**src/hw/mips_defines.svh**
```systemverilog
`ifndef MIPS_DEFINES_SVH
`define MIPS_DEFINES_SVH

// data and byte address width
`define MIPS_XLEN 32

// register file address width, 32 entries
`define MIPS_REG_AW 5

// instruction memory word address width
`define MIPS_IMEM_AW 8

`endif

```
**src/hw/mips_isa_pkg.sv**
```systemverilog
`default_nettype none

package mips_isa_pkg;

    // primary opcode field, instr[31:26]
    typedef enum logic [5:0] {
        OP_RTYPE = 6'h00,
        OP_BEQ   = 6'h04,
        OP_ADDIU = 6'h09,
        OP_LW    = 6'h23,
        OP_SW    = 6'h2b,
        OP_HALT  = 6'h3f
    } opcode_e;

    // r-type function field, instr[5:0]
    typedef enum logic [5:0] {
        FN_ADDU = 6'h21,
        FN_SUBU = 6'h23,
        FN_AND  = 6'h24,
        FN_OR   = 6'h25,
        FN_SLT  = 6'h2a
    } funct_e;

    typedef enum logic [2:0] {
        ALU_ADD,
        ALU_SUB,
        ALU_AND,
        ALU_OR,
        ALU_SLT
    } alu_op_e;

endpackage

`default_nettype wire

```
**src/hw/mips_pipe_pkg.sv**
```systemverilog
`include "mips_defines.svh"

`default_nettype none

package mips_pipe_pkg;

    typedef struct packed {
        logic                  reg_write;
        logic                  mem_read;
        logic                  mem_write;
        logic                  mem_to_reg;
        logic                  alu_src;
        logic                  branch;
        logic                  halt;
        mips_isa_pkg::alu_op_e alu_op;
    } ctrl_t;

    typedef struct packed {
        logic                   valid;
        logic [`MIPS_XLEN-1:0] pc;
        logic [`MIPS_XLEN-1:0] instr;
    } if_id_t;

    typedef struct packed {
        logic                    valid;
        ctrl_t                   ctrl;
        logic [`MIPS_XLEN-1:0]   pc;
        logic [`MIPS_XLEN-1:0]   rs_val;
        logic [`MIPS_XLEN-1:0]   rt_val;
        logic [`MIPS_REG_AW-1:0] rs_addr;
        logic [`MIPS_REG_AW-1:0] rt_addr;
        logic [`MIPS_REG_AW-1:0] dst_addr;
        logic [`MIPS_XLEN-1:0]   imm;
    } id_ex_t;

    typedef struct packed {
        logic                    valid;
        ctrl_t                   ctrl;
        logic [`MIPS_XLEN-1:0]   alu_res;
        logic [`MIPS_XLEN-1:0]   store_data;
        logic [`MIPS_REG_AW-1:0] dst_addr;
    } ex_mem_t;

    typedef struct packed {
        logic                    valid;
        logic                    reg_write;
        logic                    halt;
        logic [`MIPS_XLEN-1:0]   data;
        logic [`MIPS_REG_AW-1:0] dst_addr;
    } mem_wb_t;

    // register write port, also the late forwarding source
    typedef struct packed {
        logic                    en;
        logic [`MIPS_REG_AW-1:0] addr;
        logic [`MIPS_XLEN-1:0]   data;
    } wb_t;

    typedef struct packed {
        logic                    en;
        logic [`MIPS_REG_AW-1:0] addr;
        logic [`MIPS_XLEN-1:0]   value;
    } fwd_t;

    typedef struct packed {
        logic                  taken;
        logic [`MIPS_XLEN-1:0] target;
    } redirect_t;

    typedef struct packed {
        logic                     valid;
        logic [`MIPS_IMEM_AW-1:0] addr;
        logic [`MIPS_XLEN-1:0]    data;
    } imem_wr_t;

    typedef struct packed {
        logic                  valid;
        logic                  write;
        logic [`MIPS_XLEN-1:0] addr;
        logic [`MIPS_XLEN-1:0] wdata;
    } dmem_req_t;

endpackage

`default_nettype wire

```
**src/hw/mips_mem_wb.sv**
```systemverilog
`include "mips_defines.svh"

`default_nettype none

module mips_mem_wb (
    input  wire                        i_clk,
    input  wire                        i_rst_n,
    input  mips_pipe_pkg::ex_mem_t     i_ex_mem,
    input  wire [`MIPS_XLEN-1:0]       i_dmem_rdata,
    output mips_pipe_pkg::dmem_req_t   o_dmem_req,
    output mips_pipe_pkg::wb_t         o_wb,
    output logic                       o_halt_seen,
    output logic                       o_halted
);
    import mips_pipe_pkg::*;

    mem_wb_t mem_wb_q;
    logic    halt_in_wb;
    logic    halted;

    assign o_dmem_req.valid = i_ex_mem.valid &&
                              (i_ex_mem.ctrl.mem_read || i_ex_mem.ctrl.mem_write);
    assign o_dmem_req.write = i_ex_mem.ctrl.mem_write;
    assign o_dmem_req.addr  = i_ex_mem.alu_res;
    assign o_dmem_req.wdata = i_ex_mem.store_data;

    // load data arrives in the same cycle as the request
    always_ff @(posedge i_clk) begin
        if (!i_rst_n) begin
            mem_wb_q.valid <= 1'b0;
        end else begin
            mem_wb_q.valid     <= i_ex_mem.valid;
            mem_wb_q.reg_write <= i_ex_mem.ctrl.reg_write;
            mem_wb_q.halt      <= i_ex_mem.ctrl.halt;
            mem_wb_q.data      <= i_ex_mem.ctrl.mem_to_reg ? i_dmem_rdata : i_ex_mem.alu_res;
            mem_wb_q.dst_addr  <= i_ex_mem.dst_addr;
        end
    end

    assign o_wb.en   = mem_wb_q.valid && mem_wb_q.reg_write && (mem_wb_q.dst_addr != '0);
    assign o_wb.addr = mem_wb_q.dst_addr;
    assign o_wb.data = mem_wb_q.data;

    assign halt_in_wb = mem_wb_q.valid && mem_wb_q.halt;

    // sticky until reset
    always_ff @(posedge i_clk) begin
        if (!i_rst_n) begin
            halted <= 1'b0;
        end else if (halt_in_wb) begin
            halted <= 1'b1;
        end
    end

    assign o_halt_seen = halt_in_wb || halted;
    assign o_halted    = halted;

endmodule

`default_nettype wire

```
**config.mk**
```make
export PLATFORM = sky130hd
export DESIGN_NAME = mips_mem_wb
export DESIGN_NICKNAME = d
export VERILOG_FILES = /design/src/hw/mips_isa_pkg.sv /design/src/hw/mips_pipe_pkg.sv /design/src/hw/mips_mem_wb.sv
export VERILOG_INCLUDE_DIRS = /design/src /design/src/hw
export SDC_FILE = /design/constraint.sdc
export NUM_CORES = 1
export LEC_CHECK = 0
export BUFFER_PORTS_ARGS = -buffer_cell sky130_fd_sc_hd__clkbuf_2
export CAP_MARGIN = 20
export CORE_MARGIN = 3
export CORE_UTILIZATION = 38
export DETAILED_ROUTE_END_ITERATION = 16
export GPL_TIMING_DRIVEN = 0
export PLACE_DENSITY = 0.86
export SLEW_MARGIN = 10
export SYNTH_ARGS = -nofsm -noshare
export SYNTH_HDL_FRONTEND = slang
export SYNTH_SLANG_ARGS = --single-unit
```
**constraint.sdc**
```tcl
create_clock -name i_clk -period 1.8 [get_ports i_clk]
set_clock_uncertainty 0.1 [all_clocks]
set_input_delay 0.36 -clock i_clk [delete_from_list [all_inputs] [get_ports i_clk]]
set_output_delay 0.36 -clock i_clk [all_outputs]
set_load 0.01 [all_outputs]
```
==> results.sh <==
export IMPL_rrSetupSlack_ns=0.92
export IMPL_wl_um=5830
export IMPL_r2r_start="mem_wb_q[37]"
export IMPL_p_leak_nw=1.86
export IMPL_die_w_um=85.8
export IMPL_clk_pin_slew_ns=0.07
export IMPL_pwr_share_comb_pct=26.9
export IMPL_final_hold_viol_count=0
export IMPL_clockBufferDepth=2
export IMPL_drc=0
export IMPL_critPathLaunch="o_wb[32]"
export IMPL_fin_tns_setup_ns=-0.126
export IMPL_antennaDiodeCount=0
export IMPL_fin_ws_ns=-0.126
export IMPL_drt_iter0_drc=15
export IMPL_seq_power_share_pct=48.2
export IMPL_worstMarginPinSlew_ns=1.03
export IMPL_final_cell_mix="182 x clkbuf_2, 103 x buf_4, 39 x edfxtp_1"
export IMPL_ys_types=13
export IMPL_synth_avg_cell_area_sq_um=13.1
export IMPL_max_stage_delay_ns=0.39
export IMPL_max_freq_ghz=0.519
export IMPL_clock_sinks=41
export IMPL_dp_cells=441
export IMPL_grt_total_usage_pct=15.1
export IMPL_syn_to_final_growth_pct=45.3
export IMPL_synth_adder_area_share_pct=0
export IMPL_cts_hold_buffers_added=0
export IMPL_instances_no_fill=450
export IMPL_synth_simple_area_share_pct=0.775
export IMPL_cts_inserted_buffers=5
export IMPL_worstSkewPairLatency_ns=0.28
export IMPL_crit_arrival_ns=1.47
export IMPL_synth_compound_area_share_pct=1.03
export IMPL_hold_path_class="primary input to flop"
export IMPL_power_internal_mw=1.85
export IMPL_maxCapViolations=0
export IMPL_first_global_vias=1852
export IMPL_vias_per_cell=4.13
export IMPL_grt_start_max_net_pins=42
export IMPL_synth_cells=185
export IMPL_synth_top_family_by_area="buffers and inverters"
export IMPL_fin_crit_sh_pct=107
export IMPL_final_nets=488
export IMPL_fp_dieArea_sq_mm=0.00737
export IMPL_irDropWorstVdd_mv=0.379
export IMPL_cts_htree_levels=2
export IMPL_r2r_end="o_halted"
export IMPL_rows=28
export IMPL_port_buffer_count=181
export IMPL_gr_total_overflow=0
export IMPL_synth_mux_area_share_pct=14.9
export IMPL_ctsResizeCount=0
export IMPL_synth_top_cell_by_area="edfxtp_1"
export IMPL_synthesis_nets=299
export IMPL_rsz0062_at_grt="yes"
export IMPL_ios=220
export IMPL_antenna_found_initial=0
export IMPL_ys_ff_latch=41
export IMPL_violations="setup timing"
export IMPL_final_layout_size_suffix_gt1_share_pct=86.4
export IMPL_cts_tree="built"
export IMPL_gp_congestion=0.782
export IMPL_die_y_um=85.8
export IMPL_coreArea_sq_mm=0.00606
export IMPL_r2r_cells=2
export IMPL_firstDrtPassIters=4
export IMPL_start_kind="flop"
export IMPL_cp_slowest_cell="edfxtp_1"
export IMPL_worstPathRequired_ns=1.34
export IMPL_power_density_mw_per_mm2=688
export IMPL_finalSetupViolations=1
export IMPL_synth_seq_area_share_pct=50.0
export IMPL_synthTopCellsByArea="edfxtp_1 48%, buf_4 32%, mux2_2 14%"
export IMPL_grt_pass1_wl_um=8700
export IMPL_slew_violations=0
export IMPL_yosys_area_top_type_share_pct=48.3
export IMPL_critPathKind="flop to output pin"
export IMPL_outcome="finished, violations left"
export IMPL_clock_power_share_pct=25.0
export IMPL_path_depth=3
export IMPL_path_delay_family="flip-flops"
export IMPL_cp_cell_sequence="or3_1 > o311a_1 > clkbuf_2"
export IMPL_swShare_pct=23.8
export IMPL_end_kind="output pin"
export IMPL_hold_slack_ns=0.151
export IMPL_ys_warn_count=0
export IMPL_crit_fanout=2
export IMPL_post_drt_wl_per_cell_um=13.0
export IMPL_final_common_cell="clkbuf_2"
export IMPL_critPathCapture="o_wb[37]"
export IMPL_root_buffer="clkbuf_8"
export IMPL_min_delay_start="i_ex_mem[72]"
export IMPL_critPathBufInv=1
export IMPL_vias=1857
export IMPL_design_area_sq_mm=0.00352
export IMPL_hpwl_um=4930
export IMPL_dpl_cell_area_sq_mm=0.00342
export IMPL_synth_xor_xnor_area_share_pct=0
export IMPL_slew_headroom_pct=31.6
export IMPL_start_util_pct=40.0
export IMPL_syn_area_sq_mm=0.00242
export IMPL_preCtsSetupSlack_ns=0.139
export IMPL_switchingPower_mw=0.576
export IMPL_postRouteAntennaNets=0
export IMPL_period_needed_ns=1.93
==> cell families after synthesis <==
kind of cell	Yosys count
buf+inv	106
flops	41
mux	32
compound gates	3
simple gates	3
==> cell type report <==
class                   count  area (sq um)
fillers                   546          2540
flip-flops and latches     41          1210
repair buffers            182           913
plain buffers             106           807
multi-input cells          38           404
well taps                  75          93.8
clock buffers               8          90.1
==> synth_stat cells <==
cell type  instances
a21o_1             1
and2_1             2
buf_4            102
buf_6              2
clkbuf_2           1
clkbuf_8           1
dfxtp_1            2
edfxtp_1          39
mux2_1             2
mux2_2            30
o21a_1             1
o311a_1            1
or3_1              1
==> flip-flops by register name (all words and copies together) (netlist names) <==
register  flops
o_wb         37
o_halted      1
mem_wb_q      3
==> per-layer routing <==
metal,vias to the layer above,share of wire (%),track usage [%]
met5,-,0,0
met4,0,0.99,4.03
met3,6,9.3,4.42
met2,109,59,31.0
met1,833,31,14.3
li1,909,-,-
==> worst min path at each step <==
stage | endpoint | slack (ns) | depth (start not counted)
floorplan | mem_wb_q[37] | 0.36 | 0
global placement | mem_wb_q[38] | 0.44 | 1
detailed placement | mem_wb_q[37] | 0.44 | 1
CTS | mem_wb_q[37] | 0.14 | 1
global route | o_wb[35] | 0.14 | 1
finish | mem_wb_q[37] | 0.15 | 1
==> repair_timing <==
action                                  CTS  global route
pin swaps                                 1             0
setup buffers                             1             0
endpoints found under the setup margin    1             1
==> power groups by stage <==
stage                     Clock (mW)  Combinational (mW)  Sequential, mW
final                          0.604               0.651            1.17
after global routing           0.667               0.705            1.18
after CTS                      0.627               0.665            1.17
after detailed placement           0               0.660            1.19
after global placement             0               0.647            1.18
after floorplan                    0               0.377            1.18
==> stage by stage <==
step | power [mW] | utilization (%)
6_report | 2.42 | 58.1
5_1_grt | 2.55 | 58.1
4_1_cts | 2.46 | 58.1
3_5_place_dp | 1.85 | 56.5
3_3_place_gp | 1.83 | 56.5
2_1_floorplan | 1.56 | -
Power figures use the tool's default switching activity.
