`src/hw/mips_defines.svh`:
```
`ifndef MIPS_DEFINES_SVH
`define MIPS_DEFINES_SVH

// data and byte address width
`define MIPS_XLEN 32

// register file address width, 32 entries
`define MIPS_REG_AW 5

// instruction memory word address width
`define MIPS_IMEM_AW 8

`endif

```
`src/hw/mips_isa_pkg.sv`:
```
`default_nettype none

package mips_isa_pkg;

    // primary opcode field, instr[31:26]
    typedef enum logic [5:0] {
        OP_RTYPE = 6'h00,
        OP_BEQ   = 6'h04,
        OP_ADDIU = 6'h09,
        OP_LW    = 6'h23,
        OP_SW    = 6'h2b,
        OP_HALT  = 6'h3f
    } opcode_e;

    // r-type function field, instr[5:0]
    typedef enum logic [5:0] {
        FN_ADDU = 6'h21,
        FN_SUBU = 6'h23,
        FN_AND  = 6'h24,
        FN_OR   = 6'h25,
        FN_SLT  = 6'h2a
    } funct_e;

    typedef enum logic [2:0] {
        ALU_ADD,
        ALU_SUB,
        ALU_AND,
        ALU_OR,
        ALU_SLT
    } alu_op_e;

endpackage

`default_nettype wire

```
`src/hw/mips_pipe_pkg.sv`:
```
`include "mips_defines.svh"

`default_nettype none

package mips_pipe_pkg;

    typedef struct packed {
        logic                  reg_write;
        logic                  mem_read;
        logic                  mem_write;
        logic                  mem_to_reg;
        logic                  alu_src;
        logic                  branch;
        logic                  halt;
        mips_isa_pkg::alu_op_e alu_op;
    } ctrl_t;

    typedef struct packed {
        logic                   valid;
        logic [`MIPS_XLEN-1:0] pc;
        logic [`MIPS_XLEN-1:0] instr;
    } if_id_t;

    typedef struct packed {
        logic                    valid;
        ctrl_t                   ctrl;
        logic [`MIPS_XLEN-1:0]   pc;
        logic [`MIPS_XLEN-1:0]   rs_val;
        logic [`MIPS_XLEN-1:0]   rt_val;
        logic [`MIPS_REG_AW-1:0] rs_addr;
        logic [`MIPS_REG_AW-1:0] rt_addr;
        logic [`MIPS_REG_AW-1:0] dst_addr;
        logic [`MIPS_XLEN-1:0]   imm;
    } id_ex_t;

    typedef struct packed {
        logic                    valid;
        ctrl_t                   ctrl;
        logic [`MIPS_XLEN-1:0]   alu_res;
        logic [`MIPS_XLEN-1:0]   store_data;
        logic [`MIPS_REG_AW-1:0] dst_addr;
    } ex_mem_t;

    typedef struct packed {
        logic                    valid;
        logic                    reg_write;
        logic                    halt;
        logic [`MIPS_XLEN-1:0]   data;
        logic [`MIPS_REG_AW-1:0] dst_addr;
    } mem_wb_t;

    // register write port, also the late forwarding source
    typedef struct packed {
        logic                    en;
        logic [`MIPS_REG_AW-1:0] addr;
        logic [`MIPS_XLEN-1:0]   data;
    } wb_t;

    typedef struct packed {
        logic                    en;
        logic [`MIPS_REG_AW-1:0] addr;
        logic [`MIPS_XLEN-1:0]   value;
    } fwd_t;

    typedef struct packed {
        logic                  taken;
        logic [`MIPS_XLEN-1:0] target;
    } redirect_t;

    typedef struct packed {
        logic                     valid;
        logic [`MIPS_IMEM_AW-1:0] addr;
        logic [`MIPS_XLEN-1:0]    data;
    } imem_wr_t;

    typedef struct packed {
        logic                  valid;
        logic                  write;
        logic [`MIPS_XLEN-1:0] addr;
        logic [`MIPS_XLEN-1:0] wdata;
    } dmem_req_t;

endpackage

`default_nettype wire

```
`src/hw/mips_execute.sv`:
```
`include "mips_defines.svh"

`default_nettype none

module mips_execute (
    input  wire                        i_clk,
    input  wire                        i_rst_n,
    input  mips_pipe_pkg::id_ex_t      i_id_ex,
    input  mips_pipe_pkg::wb_t         i_wb,
    output mips_pipe_pkg::ex_mem_t     o_ex_mem,
    output mips_pipe_pkg::fwd_t        o_fwd,
    output mips_pipe_pkg::redirect_t   o_redirect
);
    import mips_isa_pkg::*;
    import mips_pipe_pkg::*;

    logic [`MIPS_XLEN-1:0] op_a;
    logic [`MIPS_XLEN-1:0] rt_fwd;
    logic [`MIPS_XLEN-1:0] op_b;
    logic [`MIPS_XLEN-1:0] alu_res;
    fwd_t                  fwd;
    ex_mem_t               ex_mem_q;

    // newest value wins, EX/MEM before write-back
    function automatic logic [`MIPS_XLEN-1:0] pick_operand(
        input logic [`MIPS_REG_AW-1:0] addr,
        input logic [`MIPS_XLEN-1:0]   reg_val,
        input fwd_t                    ex_src,
        input wb_t                     wb_src
    );
        if (ex_src.en && (ex_src.addr == addr)) begin
            return ex_src.value;
        end else if (wb_src.en && (wb_src.addr == addr)) begin
            return wb_src.data;
        end
        return reg_val;
    endfunction

    assign fwd.en    = ex_mem_q.valid && ex_mem_q.ctrl.reg_write && (ex_mem_q.dst_addr != '0);
    assign fwd.addr  = ex_mem_q.dst_addr;
    assign fwd.value = ex_mem_q.alu_res;

    assign op_a   = pick_operand(i_id_ex.rs_addr, i_id_ex.rs_val, fwd, i_wb);
    assign rt_fwd = pick_operand(i_id_ex.rt_addr, i_id_ex.rt_val, fwd, i_wb);
    assign op_b   = i_id_ex.ctrl.alu_src ? i_id_ex.imm : rt_fwd;

    always_comb begin
        case (i_id_ex.ctrl.alu_op)
            ALU_ADD: alu_res = op_a + op_b;
            ALU_SUB: alu_res = op_a - op_b;
            ALU_AND: alu_res = op_a & op_b;
            ALU_OR:  alu_res = op_a | op_b;
            ALU_SLT: alu_res = {{(`MIPS_XLEN-1){1'b0}}, ($signed(op_a) < $signed(op_b))};
            default: alu_res = '0;
        endcase
    end

    // beq resolves here, no delay slot
    assign o_redirect.taken  = i_id_ex.valid && i_id_ex.ctrl.branch && (op_a == rt_fwd);
    assign o_redirect.target = i_id_ex.pc + `MIPS_XLEN'd4 +
                               {i_id_ex.imm[`MIPS_XLEN-3:0], 2'b00};

    always_ff @(posedge i_clk) begin
        if (!i_rst_n) begin
            ex_mem_q.valid <= 1'b0;
        end else begin
            ex_mem_q.valid      <= i_id_ex.valid;
            ex_mem_q.ctrl       <= i_id_ex.ctrl;
            ex_mem_q.alu_res    <= alu_res;
            ex_mem_q.store_data <= rt_fwd;
            ex_mem_q.dst_addr   <= i_id_ex.dst_addr;
        end
    end

    assign o_ex_mem = ex_mem_q;
    assign o_fwd    = fwd;

endmodule

`default_nettype wire

```
`config.mk`:
```
export PLATFORM = sky130hd
export DESIGN_NAME = mips_execute
export DESIGN_NICKNAME = d
export VERILOG_FILES = /design/src/hw/mips_isa_pkg.sv /design/src/hw/mips_pipe_pkg.sv /design/src/hw/mips_execute.sv
export VERILOG_INCLUDE_DIRS = /design/src /design/src/hw
export SDC_FILE = /design/constraint.sdc
export NUM_CORES = 1
export LEC_CHECK = 0
export ABC_CLOCK_PERIOD_IN_PS = 5800
export BUFFER_PORTS_ARGS = -buffer_cell sky130_fd_sc_hd__buf_2
export CAP_MARGIN = 20
export CORE_ASPECT_RATIO = 1.1
export CORE_MARGIN = 3
export CORE_UTILIZATION = 47
export CTS_BUF_LIST = sky130_fd_sc_hd__clkbuf_4 sky130_fd_sc_hd__clkbuf_8
export DETAILED_ROUTE_END_ITERATION = 8
export GPL_TIMING_DRIVEN = 0
export PLACE_DENSITY_LB_ADDON = 0.15
export SETUP_SLACK_MARGIN = 0.05
export SYNTH_ARGS = -nofsm -noshare
export SYNTH_HDL_FRONTEND = slang
export SYNTH_SLANG_ARGS = --single-unit
export TNS_END_PERCENT = 30
```
`constraint.sdc`:
```
create_clock -name i_clk -period 5.8 [get_ports i_clk]
set_clock_uncertainty 0.15 [all_clocks]
set_input_delay 0.58 -clock i_clk [delete_from_list [all_inputs] [get_ports i_clk]]
set_output_delay 0.58 -clock i_clk [all_outputs]
set_load 0.005 [all_outputs]
```
==> flow_metrics.tcl <==
set metrics [dict create \
    tightestPinTransition_ns 0.890 \
    synth_cell_types 73 \
    endpoint_kind "flop" \
    peakVddDrop_uv 105 \
    avgSynthCellArea_um2 8.46 \
    cts_tree "built" \
    synth.yosys.seq_area_share_pct 21.2 \
    ys_seq_elements 80 \
    cts_hold_buf 0 \
    setup_tns_ns 0 \
    synth_edf_count 79 \
    drc 0 \
    hp-class "primary input to flop" \
    p_per_area_mw_per_mm2 183 \
    drive_gt1_share_pct 30.3 \
    nFillCells 2199 \
    cts-root-buf "clkbuf_8" \
    slew_violations 0 \
    crit_type "flop to flop" \
    min_period_ns 5.63 \
    grt_pass1_vias 11400 \
    num_rows 58 \
    yosysTopAreaCell "edfxtp_1" \
    fp.dieArea_mm2 0.0260 \
    die_w_um 154 \
    ys_async_sr_fraction_pct 0 \
    initialDrtViolationCount 1076 \
    initial_core_util_pct 48.5 \
    num_vias 11800 \
    nets 2060 \
    synth_top_area_share_pct 21.0 \
    status "finished, final reports clean" \
    maxCapViolations 0 \
    synth.top_cells.by_count "ha_1, a21oi_1, nor2_1, inv_1, edfxtp_1" \
    stdcell_count 2001 \
    gr-total-overflow 0 \
    ys.warnings.count 0 \
    design_area_mm2 0.0139 \
    crit_arrival_ns 5.59 \
    area_growth_pct 22.9 \
    grt_max_degree 54 \
    worst_ep_required_time_ns 5.76 \
    dpl_cell_area_mm2 0.0134 \
    crit_path_start "o_ex_mem[3]" \
    max_freq_mhz 178 \
    cp_max_fo 10 \
    finalHoldViolations 0 \
    cts.clk_slew.worst_paths_ns 0.09 \
    syn_nets 1701 \
    hold_slack_ns 0.211 \
    wl_per_cell_um 24.0 \
    finalPower_mw 2.54 \
    dpl_worst_slack_ns -1.08 \
    clk_latency_ns 0.39 \
    p_leak_nw 6.57 \
    min_from "i_id_ex[150]" \
    finalCritPeriodShare_pct 97.0 \
    synth-main-ff-cell "edfxtp_1" \
    final_util_pct 59.6 \
    ant_nets 0 \
    synthCells 1337 \
    largest_reg_flops 80 \
    antenna_found_initial 1 \
    syn_area_mm2 0.0113 \
    dpl.cell_count 1980 \
    yosysMostFrequentCell "ha_1" \
    numCtsBuffers 9 \
    ios 345 \
    grt_pass1_wl_um 69200 \
    seq_area_mm2 0.00239 \
    rsz0062_at_grt "yes" \
    routed_wl_um 48000 \
    final.setup.worst_slack_ns 0.175 \
    n_antenna_cell 0 \
    coreArea_mm2 0.0233 \
    start_kind "flop" \
    slew_headroom_pct 40.7 \
    setup_viol 0 \
    dp_hpwl_um 39800 \
    port_buffers 342 \
    multiInputGateArea_mm2 0.00810 \
    vias_per_cell 5.88 \
    ctsLongestPathBuffers 2 \
    place_congestion 0.974 \
    firstDrtPassIters 5 \
    cts_max_level 3 \
    die_h_um 169 \
    clock-sinks 80 \
    synthTopCellsByArea "edfxtp_1, ha_1, a21oi_1, mux2i_1, xnor2_1" \
    r2r-start "o_ex_mem[3]" \
    track_usage_pct 35.1 \
]
kinds of logic after synthesis:
family | Yosys count | share of synthesized area, %
simple gates | 295 | 12.5
xor+xnor | 107 | 8.29
compound gates | 380 | 21.1
buf+inv | 206 | 8.76
flops | 80 | 21.2
mux | 99 | 9.12
fa+ha+maj | 170 | 19.0
routing by layer:
metal,vias up,GRT usage (%),share of wire (%)
li1,5472,-,-
met1,5548,43.2,38
met2,625,58.8,47
met3,125,8.00,10
met4,2,15.7,4.8
met5,-,0,0.021
what timing repair did:
item	CTS	global route
pin swaps	1	8
gates resized for setup	22	32
endpoints found under the setup margin	15	14
setup buffers	0	9
path summary, 6_finish.rpt:
check / endpoint / slack (ns) / cells past startpoint
min: o_ex_mem[76] / 0.21 / 1
max reg2reg: o_ex_mem[66] / 0.17 / 19
min reg2reg: o_ex_mem[31] / 0.68 / 2
max: o_ex_mem[66] / 0.17 / 19
layout make-up:
class | count | share of cell area [%]
multi-input cells | 1051 | 58.3
flip-flops and latches | 80 | 17.2
repair buffers | 352 | 13.0
plain buffers | 95 | 4.48
inverters | 107 | 2.89
well taps | 300 | 2.70
clock buffers | 10 | 0.946
clock inverters | 6 | 0.432
layout by cell type, fill, tap and decap left out, drive strengths merged, types with 6 or more instances in the layout:
master	count
clkbuf	45
nor2	134
nand2	51
mux2i	67
mux2	32
o22ai	22
nor4	15
o21a	8
o31ai	13
nor3	16
a21o	21
a21oi	152
or3	7
o21ai	71
and3	7
ha	167
nand4	11
nand3	13
inv	105
xnor2	58
xor2	49
nor2b	9
edfxtp	79
a211oi	18
or2	7
buf	412
a31oi	6
o21bai	17
nand2b	12
a221oi	6
critical path, cell delays in order, from the launching register on:
cell,delay (ns)
edfxtp_1,0.53
xor2_1,0.21
nor3_1,0.37
nand4_4,0.28
buf_4,0.29
buf_2,0.24
a21oi_2,0.25
inv_1,0.09
ha_1,0.23
or2_2,0.33
a221oi_2,0.30
o211ai_1,0.24
a21boi_2,0.24
o211ai_1,0.23
buf_4,0.22
a2111oi_4,0.43
a31oi_1,0.15
a311oi_1,0.30
or3_1,0.16
o211ai_1,0.10
power breakdown:
part           switching (mW)  total, mW  internal [mW]  leakage (nW)
clock                   0.243      0.444          0.201        0.0870
combinational           0.783       1.35          0.566          5.69
sequential             0.0501      0.744          0.694         0.798
No activity file was read; power rests on OpenSTA's default activity.
