`src/hw/mips_defines.svh`:
```
`ifndef MIPS_DEFINES_SVH
`define MIPS_DEFINES_SVH

// data and byte address width
`define MIPS_XLEN 32

// register file address width, 32 entries
`define MIPS_REG_AW 5

// instruction memory word address width
`define MIPS_IMEM_AW 8

`endif

```
`src/hw/mips_isa_pkg.sv`:
```
`default_nettype none

package mips_isa_pkg;

    // primary opcode field, instr[31:26]
    typedef enum logic [5:0] {
        OP_RTYPE = 6'h00,
        OP_BEQ   = 6'h04,
        OP_ADDIU = 6'h09,
        OP_LW    = 6'h23,
        OP_SW    = 6'h2b,
        OP_HALT  = 6'h3f
    } opcode_e;

    // r-type function field, instr[5:0]
    typedef enum logic [5:0] {
        FN_ADDU = 6'h21,
        FN_SUBU = 6'h23,
        FN_AND  = 6'h24,
        FN_OR   = 6'h25,
        FN_SLT  = 6'h2a
    } funct_e;

    typedef enum logic [2:0] {
        ALU_ADD,
        ALU_SUB,
        ALU_AND,
        ALU_OR,
        ALU_SLT
    } alu_op_e;

endpackage

`default_nettype wire

```
`src/hw/mips_pipe_pkg.sv`:
```
`include "mips_defines.svh"

`default_nettype none

package mips_pipe_pkg;

    typedef struct packed {
        logic                  reg_write;
        logic                  mem_read;
        logic                  mem_write;
        logic                  mem_to_reg;
        logic                  alu_src;
        logic                  branch;
        logic                  halt;
        mips_isa_pkg::alu_op_e alu_op;
    } ctrl_t;

    typedef struct packed {
        logic                   valid;
        logic [`MIPS_XLEN-1:0] pc;
        logic [`MIPS_XLEN-1:0] instr;
    } if_id_t;

    typedef struct packed {
        logic                    valid;
        ctrl_t                   ctrl;
        logic [`MIPS_XLEN-1:0]   pc;
        logic [`MIPS_XLEN-1:0]   rs_val;
        logic [`MIPS_XLEN-1:0]   rt_val;
        logic [`MIPS_REG_AW-1:0] rs_addr;
        logic [`MIPS_REG_AW-1:0] rt_addr;
        logic [`MIPS_REG_AW-1:0] dst_addr;
        logic [`MIPS_XLEN-1:0]   imm;
    } id_ex_t;

    typedef struct packed {
        logic                    valid;
        ctrl_t                   ctrl;
        logic [`MIPS_XLEN-1:0]   alu_res;
        logic [`MIPS_XLEN-1:0]   store_data;
        logic [`MIPS_REG_AW-1:0] dst_addr;
    } ex_mem_t;

    typedef struct packed {
        logic                    valid;
        logic                    reg_write;
        logic                    halt;
        logic [`MIPS_XLEN-1:0]   data;
        logic [`MIPS_REG_AW-1:0] dst_addr;
    } mem_wb_t;

    // register write port, also the late forwarding source
    typedef struct packed {
        logic                    en;
        logic [`MIPS_REG_AW-1:0] addr;
        logic [`MIPS_XLEN-1:0]   data;
    } wb_t;

    typedef struct packed {
        logic                    en;
        logic [`MIPS_REG_AW-1:0] addr;
        logic [`MIPS_XLEN-1:0]   value;
    } fwd_t;

    typedef struct packed {
        logic                  taken;
        logic [`MIPS_XLEN-1:0] target;
    } redirect_t;

    typedef struct packed {
        logic                     valid;
        logic [`MIPS_IMEM_AW-1:0] addr;
        logic [`MIPS_XLEN-1:0]    data;
    } imem_wr_t;

    typedef struct packed {
        logic                  valid;
        logic                  write;
        logic [`MIPS_XLEN-1:0] addr;
        logic [`MIPS_XLEN-1:0] wdata;
    } dmem_req_t;

endpackage

`default_nettype wire

```
`src/hw/mips_decode.sv`:
```
`include "mips_defines.svh"

`default_nettype none

module mips_decode (
    input  wire                        i_clk,
    input  wire                        i_rst_n,
    input  mips_pipe_pkg::if_id_t      i_if_id,
    input  mips_pipe_pkg::wb_t         i_wb,
    input  mips_pipe_pkg::redirect_t   i_redirect,
    output mips_pipe_pkg::id_ex_t      o_id_ex,
    output logic                       o_stall
);
    import mips_isa_pkg::*;
    import mips_pipe_pkg::*;

    logic [`MIPS_XLEN-1:0]   regs [0:(1 << `MIPS_REG_AW)-1];
    logic [5:0]              op;
    logic [5:0]              funct;
    logic [`MIPS_REG_AW-1:0] rs;
    logic [`MIPS_REG_AW-1:0] rt;
    logic [`MIPS_REG_AW-1:0] rd;
    logic [`MIPS_REG_AW-1:0] dst_addr;
    logic [`MIPS_XLEN-1:0]   rs_val;
    logic [`MIPS_XLEN-1:0]   rt_val;
    logic [`MIPS_XLEN-1:0]   imm;
    logic                    uses_rs;
    logic                    uses_rt;
    logic                    load_pending;
    logic                    stall;
    ctrl_t                   ctrl;
    id_ex_t                  id_ex_q;

    assign op    = i_if_id.instr[31:26];
    assign rs    = i_if_id.instr[25:21];
    assign rt    = i_if_id.instr[20:16];
    assign rd    = i_if_id.instr[15:11];
    assign funct = i_if_id.instr[5:0];
    assign imm   = {{(`MIPS_XLEN-16){i_if_id.instr[15]}}, i_if_id.instr[15:0]};

    always_comb begin
        ctrl     = '0;
        uses_rs  = 1'b0;
        uses_rt  = 1'b0;
        dst_addr = rt;
        case (opcode_e'(op))
            OP_RTYPE: begin
                dst_addr       = rd;
                uses_rs        = 1'b1;
                uses_rt        = 1'b1;
                ctrl.reg_write = 1'b1;
                case (funct_e'(funct))
                    FN_ADDU: ctrl.alu_op = ALU_ADD;
                    FN_SUBU: ctrl.alu_op = ALU_SUB;
                    FN_AND:  ctrl.alu_op = ALU_AND;
                    FN_OR:   ctrl.alu_op = ALU_OR;
                    FN_SLT:  ctrl.alu_op = ALU_SLT;
                    // unknown function runs as a nop
                    default: ctrl.reg_write = 1'b0;
                endcase
            end
            OP_ADDIU: begin
                uses_rs        = 1'b1;
                ctrl.reg_write = 1'b1;
                ctrl.alu_src   = 1'b1;
            end
            OP_LW: begin
                uses_rs         = 1'b1;
                ctrl.reg_write  = 1'b1;
                ctrl.mem_read   = 1'b1;
                ctrl.mem_to_reg = 1'b1;
                ctrl.alu_src    = 1'b1;
            end
            OP_SW: begin
                uses_rs        = 1'b1;
                uses_rt        = 1'b1;
                ctrl.mem_write = 1'b1;
                ctrl.alu_src   = 1'b1;
            end
            OP_BEQ: begin
                uses_rs     = 1'b1;
                uses_rt     = 1'b1;
                ctrl.branch = 1'b1;
                ctrl.alu_op = ALU_SUB;
            end
            OP_HALT: ctrl.halt = 1'b1;
            default: ctrl = '0;
        endcase
    end

    always_ff @(posedge i_clk) begin
        if (i_wb.en && (i_wb.addr != '0)) begin
            regs[i_wb.addr] <= i_wb.data;
        end
    end

    // r0 is hardwired, write-back in the same cycle passes straight through
    assign rs_val = (rs == '0) ? '0 :
                    (i_wb.en && (i_wb.addr == rs)) ? i_wb.data : regs[rs];
    assign rt_val = (rt == '0) ? '0 :
                    (i_wb.en && (i_wb.addr == rt)) ? i_wb.data : regs[rt];

    // load in ID/EX whose result is needed right away
    assign load_pending = id_ex_q.valid && id_ex_q.ctrl.mem_read &&
                          (id_ex_q.dst_addr != '0);
    assign stall = i_if_id.valid && load_pending &&
                   ((uses_rs && (rs == id_ex_q.dst_addr)) ||
                    (uses_rt && (rt == id_ex_q.dst_addr)));

    always_ff @(posedge i_clk) begin
        if (!i_rst_n) begin
            id_ex_q.valid <= 1'b0;
        end else if (stall || i_redirect.taken) begin
            id_ex_q.valid <= 1'b0;
        end else begin
            id_ex_q.valid    <= i_if_id.valid;
            id_ex_q.ctrl     <= ctrl;
            id_ex_q.pc       <= i_if_id.pc;
            id_ex_q.rs_val   <= rs_val;
            id_ex_q.rt_val   <= rt_val;
            id_ex_q.rs_addr  <= rs;
            id_ex_q.rt_addr  <= rt;
            id_ex_q.dst_addr <= dst_addr;
            id_ex_q.imm      <= imm;
        end
    end

    assign o_id_ex = id_ex_q;
    assign o_stall = stall;

endmodule

`default_nettype wire

```
`config.mk`:
```
export PLATFORM = sky130hd
export DESIGN_NAME = mips_decode
export DESIGN_NICKNAME = d
export VERILOG_FILES = /design/src/hw/mips_isa_pkg.sv /design/src/hw/mips_pipe_pkg.sv /design/src/hw/mips_decode.sv
export VERILOG_INCLUDE_DIRS = /design/src /design/src/hw
export SDC_FILE = /design/constraint.sdc
export NUM_CORES = 1
export LEC_CHECK = 0
export BUFFER_PORTS_ARGS = -buffer_cell sky130_fd_sc_hd__buf_2
export CORE_MARGIN = 2
export CORE_UTILIZATION = 25
export DETAILED_ROUTE_END_ITERATION = 8
export HOLD_SLACK_MARGIN = 0.03
export PLACE_DENSITY = 0.36
export SLEW_MARGIN = 20
export SYNTH_ARGS = -nofsm -noshare
export SYNTH_HDL_FRONTEND = slang
export SYNTH_SLANG_ARGS = --single-unit
export TNS_END_PERCENT = 5
```
`constraint.sdc`:
```
create_clock -name i_clk -period 21.5 [get_ports i_clk]
set_input_delay 4.3 -clock i_clk [delete_from_list [all_inputs] [get_ports i_clk]]
set_output_delay 4.3 -clock i_clk [all_outputs]
set_load 0.01 [all_outputs]
```
==> results of run 1 <==
## power by group through the flow
stage / clock, mW / combinational [mW] / sequential [mW]
floorplan: 0 / 0.269 / 2.62
global route: 2.48 / 0.511 / 2.57
detailed placement: 0 / 0.487 / 2.61
CTS: 2.39 / 0.488 / 2.56
finish: 2.32 / 0.480 / 2.56
global placement: 0 / 0.489 / 2.61
## area by class of cell
type                            count  area share, %
Inverter                            4         0.0321
Timing Repair Buffer              353           3.38
Clock buffer                      187           6.30
Antenna cell                        3         0.0120
Clock inverter                     65          0.725
Multi-Input combinational cell   1662           28.1
Tap cell                         2821           5.65
Sequential cell                  1161           55.8
## synthesized netlist by cell type (all sizes together), types with 10 or more instances
cell type,number
a211o,35
a21o,32
a21oi,64
a221o,20
a221oi,89
a22oi,27
buf,141
clkbuf,109
edfxtp,1160
mux2,10
mux2i,341
mux4,352
nand2,244
nand2b,17
nand3b,13
nor2,93
nor3,12
o21ai,48
o221ai,32
o22ai,67
o31ai,47
xor2,12
## state kept, by name, indices dropped and copies added, names as in the netlist
name,flops
o_id_ex,137
regs,1024
## layer usage
layer | GRT usage (%) | up-vias | wire length [µm]
li1 | - | 13300 | -
met5 | 0.395 | - | 172
met2 | 32.7 | 944 | 104000
met4 | 5.71 | 10 | 5930
met1 | 24.3 | 17200 | 88900
met3 | 2.89 | 281 | 9400
## logic make-up (layout without fill, tap and decap cells)
kind of cell / Yosys count / in the layout / share of synthesized area (%)
compound gates: 493 / 493 / 6.98
xor+xnor: 21 / 21 / 0.345
buf+inv: 254 / 609 / 2.57
flops: 1161 / 1161 / 65.3
mux: 703 / 703 / 21.5
other cells: 1 / 35 / 0.00703
simple gates: 413 / 413 / 3.31
## worst paths after layout
| kind | from | endpoint | cells after the start |
|---|---|---|---|
| setup / recovery | i_if_id[21] | o_stall | 7 |
| setup reg to reg | o_id_ex[34] | o_id_ex[71] | 6 |
| hold reg to reg | o_id_ex[153] | o_id_ex[153] | 3 |
| hold / removal | o_id_ex[153] | o_id_ex[153] | 3 |
## worst max-delay path: cells and delay by family
kind	cells	cell delay, ns
and+or+nand+nor	2	0.71
buffers and inverters	2	0.63
AOI/OAI and AO/OA	2	0.26
xor gates and xnor gates	1	0.15
==> qor.yml, run 1 <==
outcome:
  status: "completed"
grt:
  grt_max_degree: 95
  grt_overflow: 0
  track_usage_pct: 18.9
  grt_pass1_vias: 33000
  grt_pass1_wl_mm: 282
  antenna_found_initial: 13
pwr:
  worst_ir_drop_vdd_mv: 0.0638
  powerDensity_nw_per_um2: 85.8
  p_int_mw: 4.06
  switching_share_pct: 24.3
  total_power_mw: 5.36
  p_comb_share_pct: 8.9
  p_leak_nw: 20.8
  p_switching_mw: 1.30
  pwr-share-clk_pct: 43.2
  power_frac_seq_pct: 47.8
logic_synthesis:
  yosysTopAreaCellShare_pct: 65.3
  synthFlopType: "edfxtp_1"
  synth-seq-cells: 1161
  yosysSeqAreaShare_pct: 65.3
  synth-edff-count: 1160
  synthesis.instances: 3046
  synth.avg_cell_area_um2: 17.5
  synth_top_cell_by_area: "edfxtp_1"
  async_flop_share_pct: 0
  synth.distinct_cells: 63
  synth_area_leaders: "edfxtp_1, mux4_2, mux2i_1"
  yosysWarnings: 0
  synthesis.area_um2: 53400
finish:
  final-seq-area_um2: 34900
  num-fill-cells: 20900
  finish.utilization_pct: 29.4
  design_area_um2: 62500
  multi_input_area_um2: 17500
  final_cell_mix: "edfxtp_1, mux4_2, mux2i_1"
  drive_gt1_share_pct: 28.2
  nNetsFinal: 3465
  areaGrowthSynthToFinish_pct: 17.1
  final_common_cell: "edfxtp_1"
  fin_cells: 6256
setup_path:
  crit_top_cell: "nor3_1"
  cp.arrival_ns: 6.08
  cp_slowest_stage_delay_ns: 0.45
  cp-end-kind: "output port"
  crit_slowest_cell: "nor3_1"
  cp.required_ns: 17.20
  crit_fanout: 48
  path_cells: "buf_8, xor2_1, nor3_1, a31o_2, a21oi_1, nor3_1, buf_2"
  crit_path_start_kind: "input port"
  r2r_slack_ns: 18.14
  worst-setup-path-type: "in2out"
timing:
  fmax_ghz: 0.0963
  final-setup-viol-count: 0
  relSlewSlack_pct: 25.7
  period_needed_ns: 10.38
  hold_viol: 0
  fin_tns_setup_ns: 0
  fin_skew_ns: 0.0202
  tightest_slew_ns: 1.11
  slew_violations: 0
  whs_ns: 0.802
  finalWorstSetupSlack_ns: 11.12
  grt_setup_unrepaired: "no"
  fin_crit_sh_pct: 48.3
placed_design:
  dp_slack_ns: 11.01
  place.detailed.hpwl_mm: 117
  portBuffers: 260
  placed_area_um2: 58100
  dpl.cell_count: 6001
  gp_congestion: 0.752
cts:
  htree_levels: 4
  cts_tree: "built"
  post_cts_buffers: 0
  clock_path_buffers: 3
  cts_hold_buf: 0
  numCtsBuffers: 145
  clock_sinks: 1161
  cts_resized: 0
  clkLatencyLatePin_ns: 0.80
  clk_pin_slew_worst_paths_ns: 0.05
  root_buffer: "clkbuf_16"
flow_run:
  cap_violations: 0
detailed_routing:
  ant_nets: 0
  drt-vias-per-instance: 5.07
  first_iter_violations: 2621
  wl_per_cell_um: 33.3
  vias: 31700
  drcViolationCount: 0
  drt_pass1_iterations: 7
  wl_mm: 208
die:
  dieArea_um2: 217000
  die_y_um: 466
  fp.coreArea_um2: 212000
  die_w_um: 466
  start_util_pct: 25.2
  io_pins: 293
  rows: 169
worst_hold_path:
  hp-class: "reg2reg"
Power figures use the tool's default switching activity.
==> run 2: changes to the inputs <==
--- a/config.mk
+++ b/config.mk
@@ -11,7 +11,7 @@
 export CORE_UTILIZATION = 25
 export DETAILED_ROUTE_END_ITERATION = 8
 export HOLD_SLACK_MARGIN = 0.03
-export PLACE_DENSITY = 0.36
+export PLACE_DENSITY = 0.38
 export SLEW_MARGIN = 20
 export SYNTH_ARGS = -nofsm -noshare
 export SYNTH_HDL_FRONTEND = slang
==> constraint.sdc (replaced) <==
create_clock -name i_clk -period 9.1 [get_ports i_clk]
set_input_delay 1.82 -clock i_clk [delete_from_list [all_inputs] [get_ports i_clk]]
set_output_delay 1.82 -clock i_clk [all_outputs]
set_load 0.01 [all_outputs]
==> run 2 against run 1 <==
Routed wire length is 1.3% lower; design area is 0.31% higher; die area did not move; largest cell class unchanged; worst hold slack improved by 0.021 ns; critical path depth stayed put; combinational power grew 140%.
==> qor.yml, run 2 (synthesis results as in run 1) <==
grt:
  track_usage_pct: 18.6  # was 18.9%
  grt_pass1_wl_mm: 280  # was 282 mm
  grt_pass1_vias: 32800  # was 33,000
  grt_max_degree: 105  # was 95
  grt_overflow: 0  # unchanged
  antenna_found_initial: 16  # was 13
finish:
  final-seq-area_um2: 34900  # unchanged
  final_cell_mix: "edfxtp_1, mux4_2, mux2i_1"  # unchanged
  num-fill-cells: 21000  # was 20,900
  nNetsFinal: 3451  # was 3,465
  drive_gt1_share_pct: 28.4  # was 28.2%
  finish.utilization_pct: 29.5  # was 29.4%
  largest_reg_flops: 1024  # unchanged
  top_register: "regs"  # unchanged
  final_common_cell: "edfxtp_1"  # unchanged
  areaGrowthSynthToFinish_pct: 17.4  # was 17.1%
  multi_input_area_um2: 17600  # was 17,500 µm²
setup_path:
  r2r_slack_ns: 5.82  # was 18.14 ns
  worst-setup-path-type: "in2out"  # unchanged
  cp.required_ns: 7.28  # was 17.20 ns
  startpoint: "i_if_id[21]"  # unchanged
  cp.arrival_ns: 3.84  # was 6.08 ns
  cp-end-kind: "output port"  # unchanged
  crit_fanout: 56  # was 48
  r2r_start: "o_id_ex[34]"  # unchanged
  worst-r2r-cell-count: 6  # unchanged
  critPathCapture: "o_stall"  # unchanged
  crit_path_start_kind: "input port"  # unchanged
  r2r-end: "o_id_ex[70]"  # was o_id_ex[71]
die:
  dieArea_um2: 217000  # unchanged
  die_w_um: 466  # unchanged
  start_util_pct: 25.2  # unchanged
  rows: 169  # unchanged
  fp.coreArea_um2: 212000  # unchanged
  die_y_um: 466  # unchanged
  io_pins: 293  # unchanged
detailed_routing:
  drt_pass1_iterations: 5  # was 7
  vias: 31900  # was 31,700
  first_iter_violations: 2773  # was 2,621
  drcViolationCount: 0  # unchanged
  wl_per_cell_um: 32.9  # was 33.3 µm
  drt-vias-per-instance: 5.11  # was 5.07
  ant_nets: 0  # unchanged
  wl_mm: 206  # was 208 mm
cts:
  clock_sinks: 1161  # unchanged
  cts_tree: "built"  # unchanged
  cts_resized: 0  # unchanged
  numCtsBuffers: 143  # was 145
  clkLatencyLatePin_ns: 0.80  # about the same
  cts_hold_buf: 0  # unchanged
  clk_pin_slew_worst_paths_ns: 0.05  # about the same
  post_cts_buffers: 0  # unchanged
  root_buffer: "clkbuf_16"  # unchanged
  clock_path_buffers: 3  # unchanged
  htree_levels: 4  # unchanged
timing:
  final-setup-viol-count: 0  # unchanged
  hold_viol: 0  # unchanged
  slew_violations: 0  # unchanged
  relSlewSlack_pct: 25.1  # was 25.7%
  grt_setup_unrepaired: "no"  # unchanged
  fin_skew_ns: 0.0313  # was 0.0202 ns
  finalWorstSetupSlack_ns: 3.44  # was 11.12 ns
  fin_tns_setup_ns: 0  # unchanged
  period_needed_ns: 5.66
  fmax_ghz: 0.177
  fin_crit_sh_pct: 62.2
  tightest_slew_ns: 1.12  # was 1.11 ns
worst_hold_path:
  hp-class: "reg2reg"  # unchanged
  worstHoldStart: "o_id_ex[153]"  # unchanged
pwr:
  worst_ir_drop_vdd_mv: 0.162  # was 0.0638 mV
  total_power_mw: 12.9  # was 5.36 mW
  powerDensity_nw_per_um2: 206  # was 85.8 nW/µm²
  p_leak_nw: 20.9  # was 20.8 nW
placed_design:
  dp_slack_ns: 3.38  # was 11.01 ns
  place.detailed.hpwl_mm: 115  # was 117 mm
  gp_congestion: 0.762  # was 0.752
  portBuffers: 260  # unchanged
flow_run:
  cap_violations: 0  # unchanged
outcome:
  status: "completed"  # unchanged
-- run 2: how the worst min path moves through the flow --
stage | endpoint | slack (ns) | depth (start not counted)
2_1_floorplan | o_id_ex[153] | 0.78 | 3
3_3_place_gp | o_id_ex[153] | 0.83 | 3
3_5_place_dp | o_id_ex[153] | 0.81 | 3
4_1_cts | o_id_ex[153] | 0.83 | 3
5_1_grt | o_id_ex[153] | 0.88 | 3
6_report | o_id_ex[153] | 0.82 | 3
-- run 2: layout make-up --
cell class	count	area share, %
Inverter	4	0.0359
Timing Repair Buffer	341	3.36
Multi-Input combinational cell	1662	28.0
Antenna cell	2	0.00799
Tap cell	2821	5.63
Clock inverter	89	1.44
Sequential cell	1161	55.6
Clock buffer	166	5.88
-- run 2: through the flow --
| stage | instances | instance area [µm²] | hold WS (ns) |
|---|---|---|---|
| floorplan | 3077 | 53500 | 0.777 |
| global placement | 5988 | 58000 | 0.826 |
| detailed placement | 5988 | 58000 | 0.814 |
| CTS | 6243 | 62600 | 0.825 |
| global route | 6245 | 62700 | 0.882 |
| finish | 6246 | 62700 | 0.823 |
-- run 2: critical path: stages --
cell     delay, ns
buf_8         0.53
xor2_1        0.14
nor3_1        0.25
a31o_2        0.19
a21oi_1       0.06
nor3_1        0.55
buf_2         0.26
-- run 2: report_power, final --
part	leakage, nW	internal (mW)	total, mW	switching, mW
clock	2.26	3.33	5.71	2.38
sequential	10.5	6.01	6.05	0.0431
combinational	8.08	0.402	1.13	0.729
total	20.9	9.74	12.9	3.15
-- run 2: routing by layer --
layer	GRT usage (%)	up-vias	wire [µm]
li1	-	13200	-
met1	24.6	17400	88700
met4	5.64	12	6020
met5	0	-	59
met3	3.13	316	10800
met2	31.3	996	100000
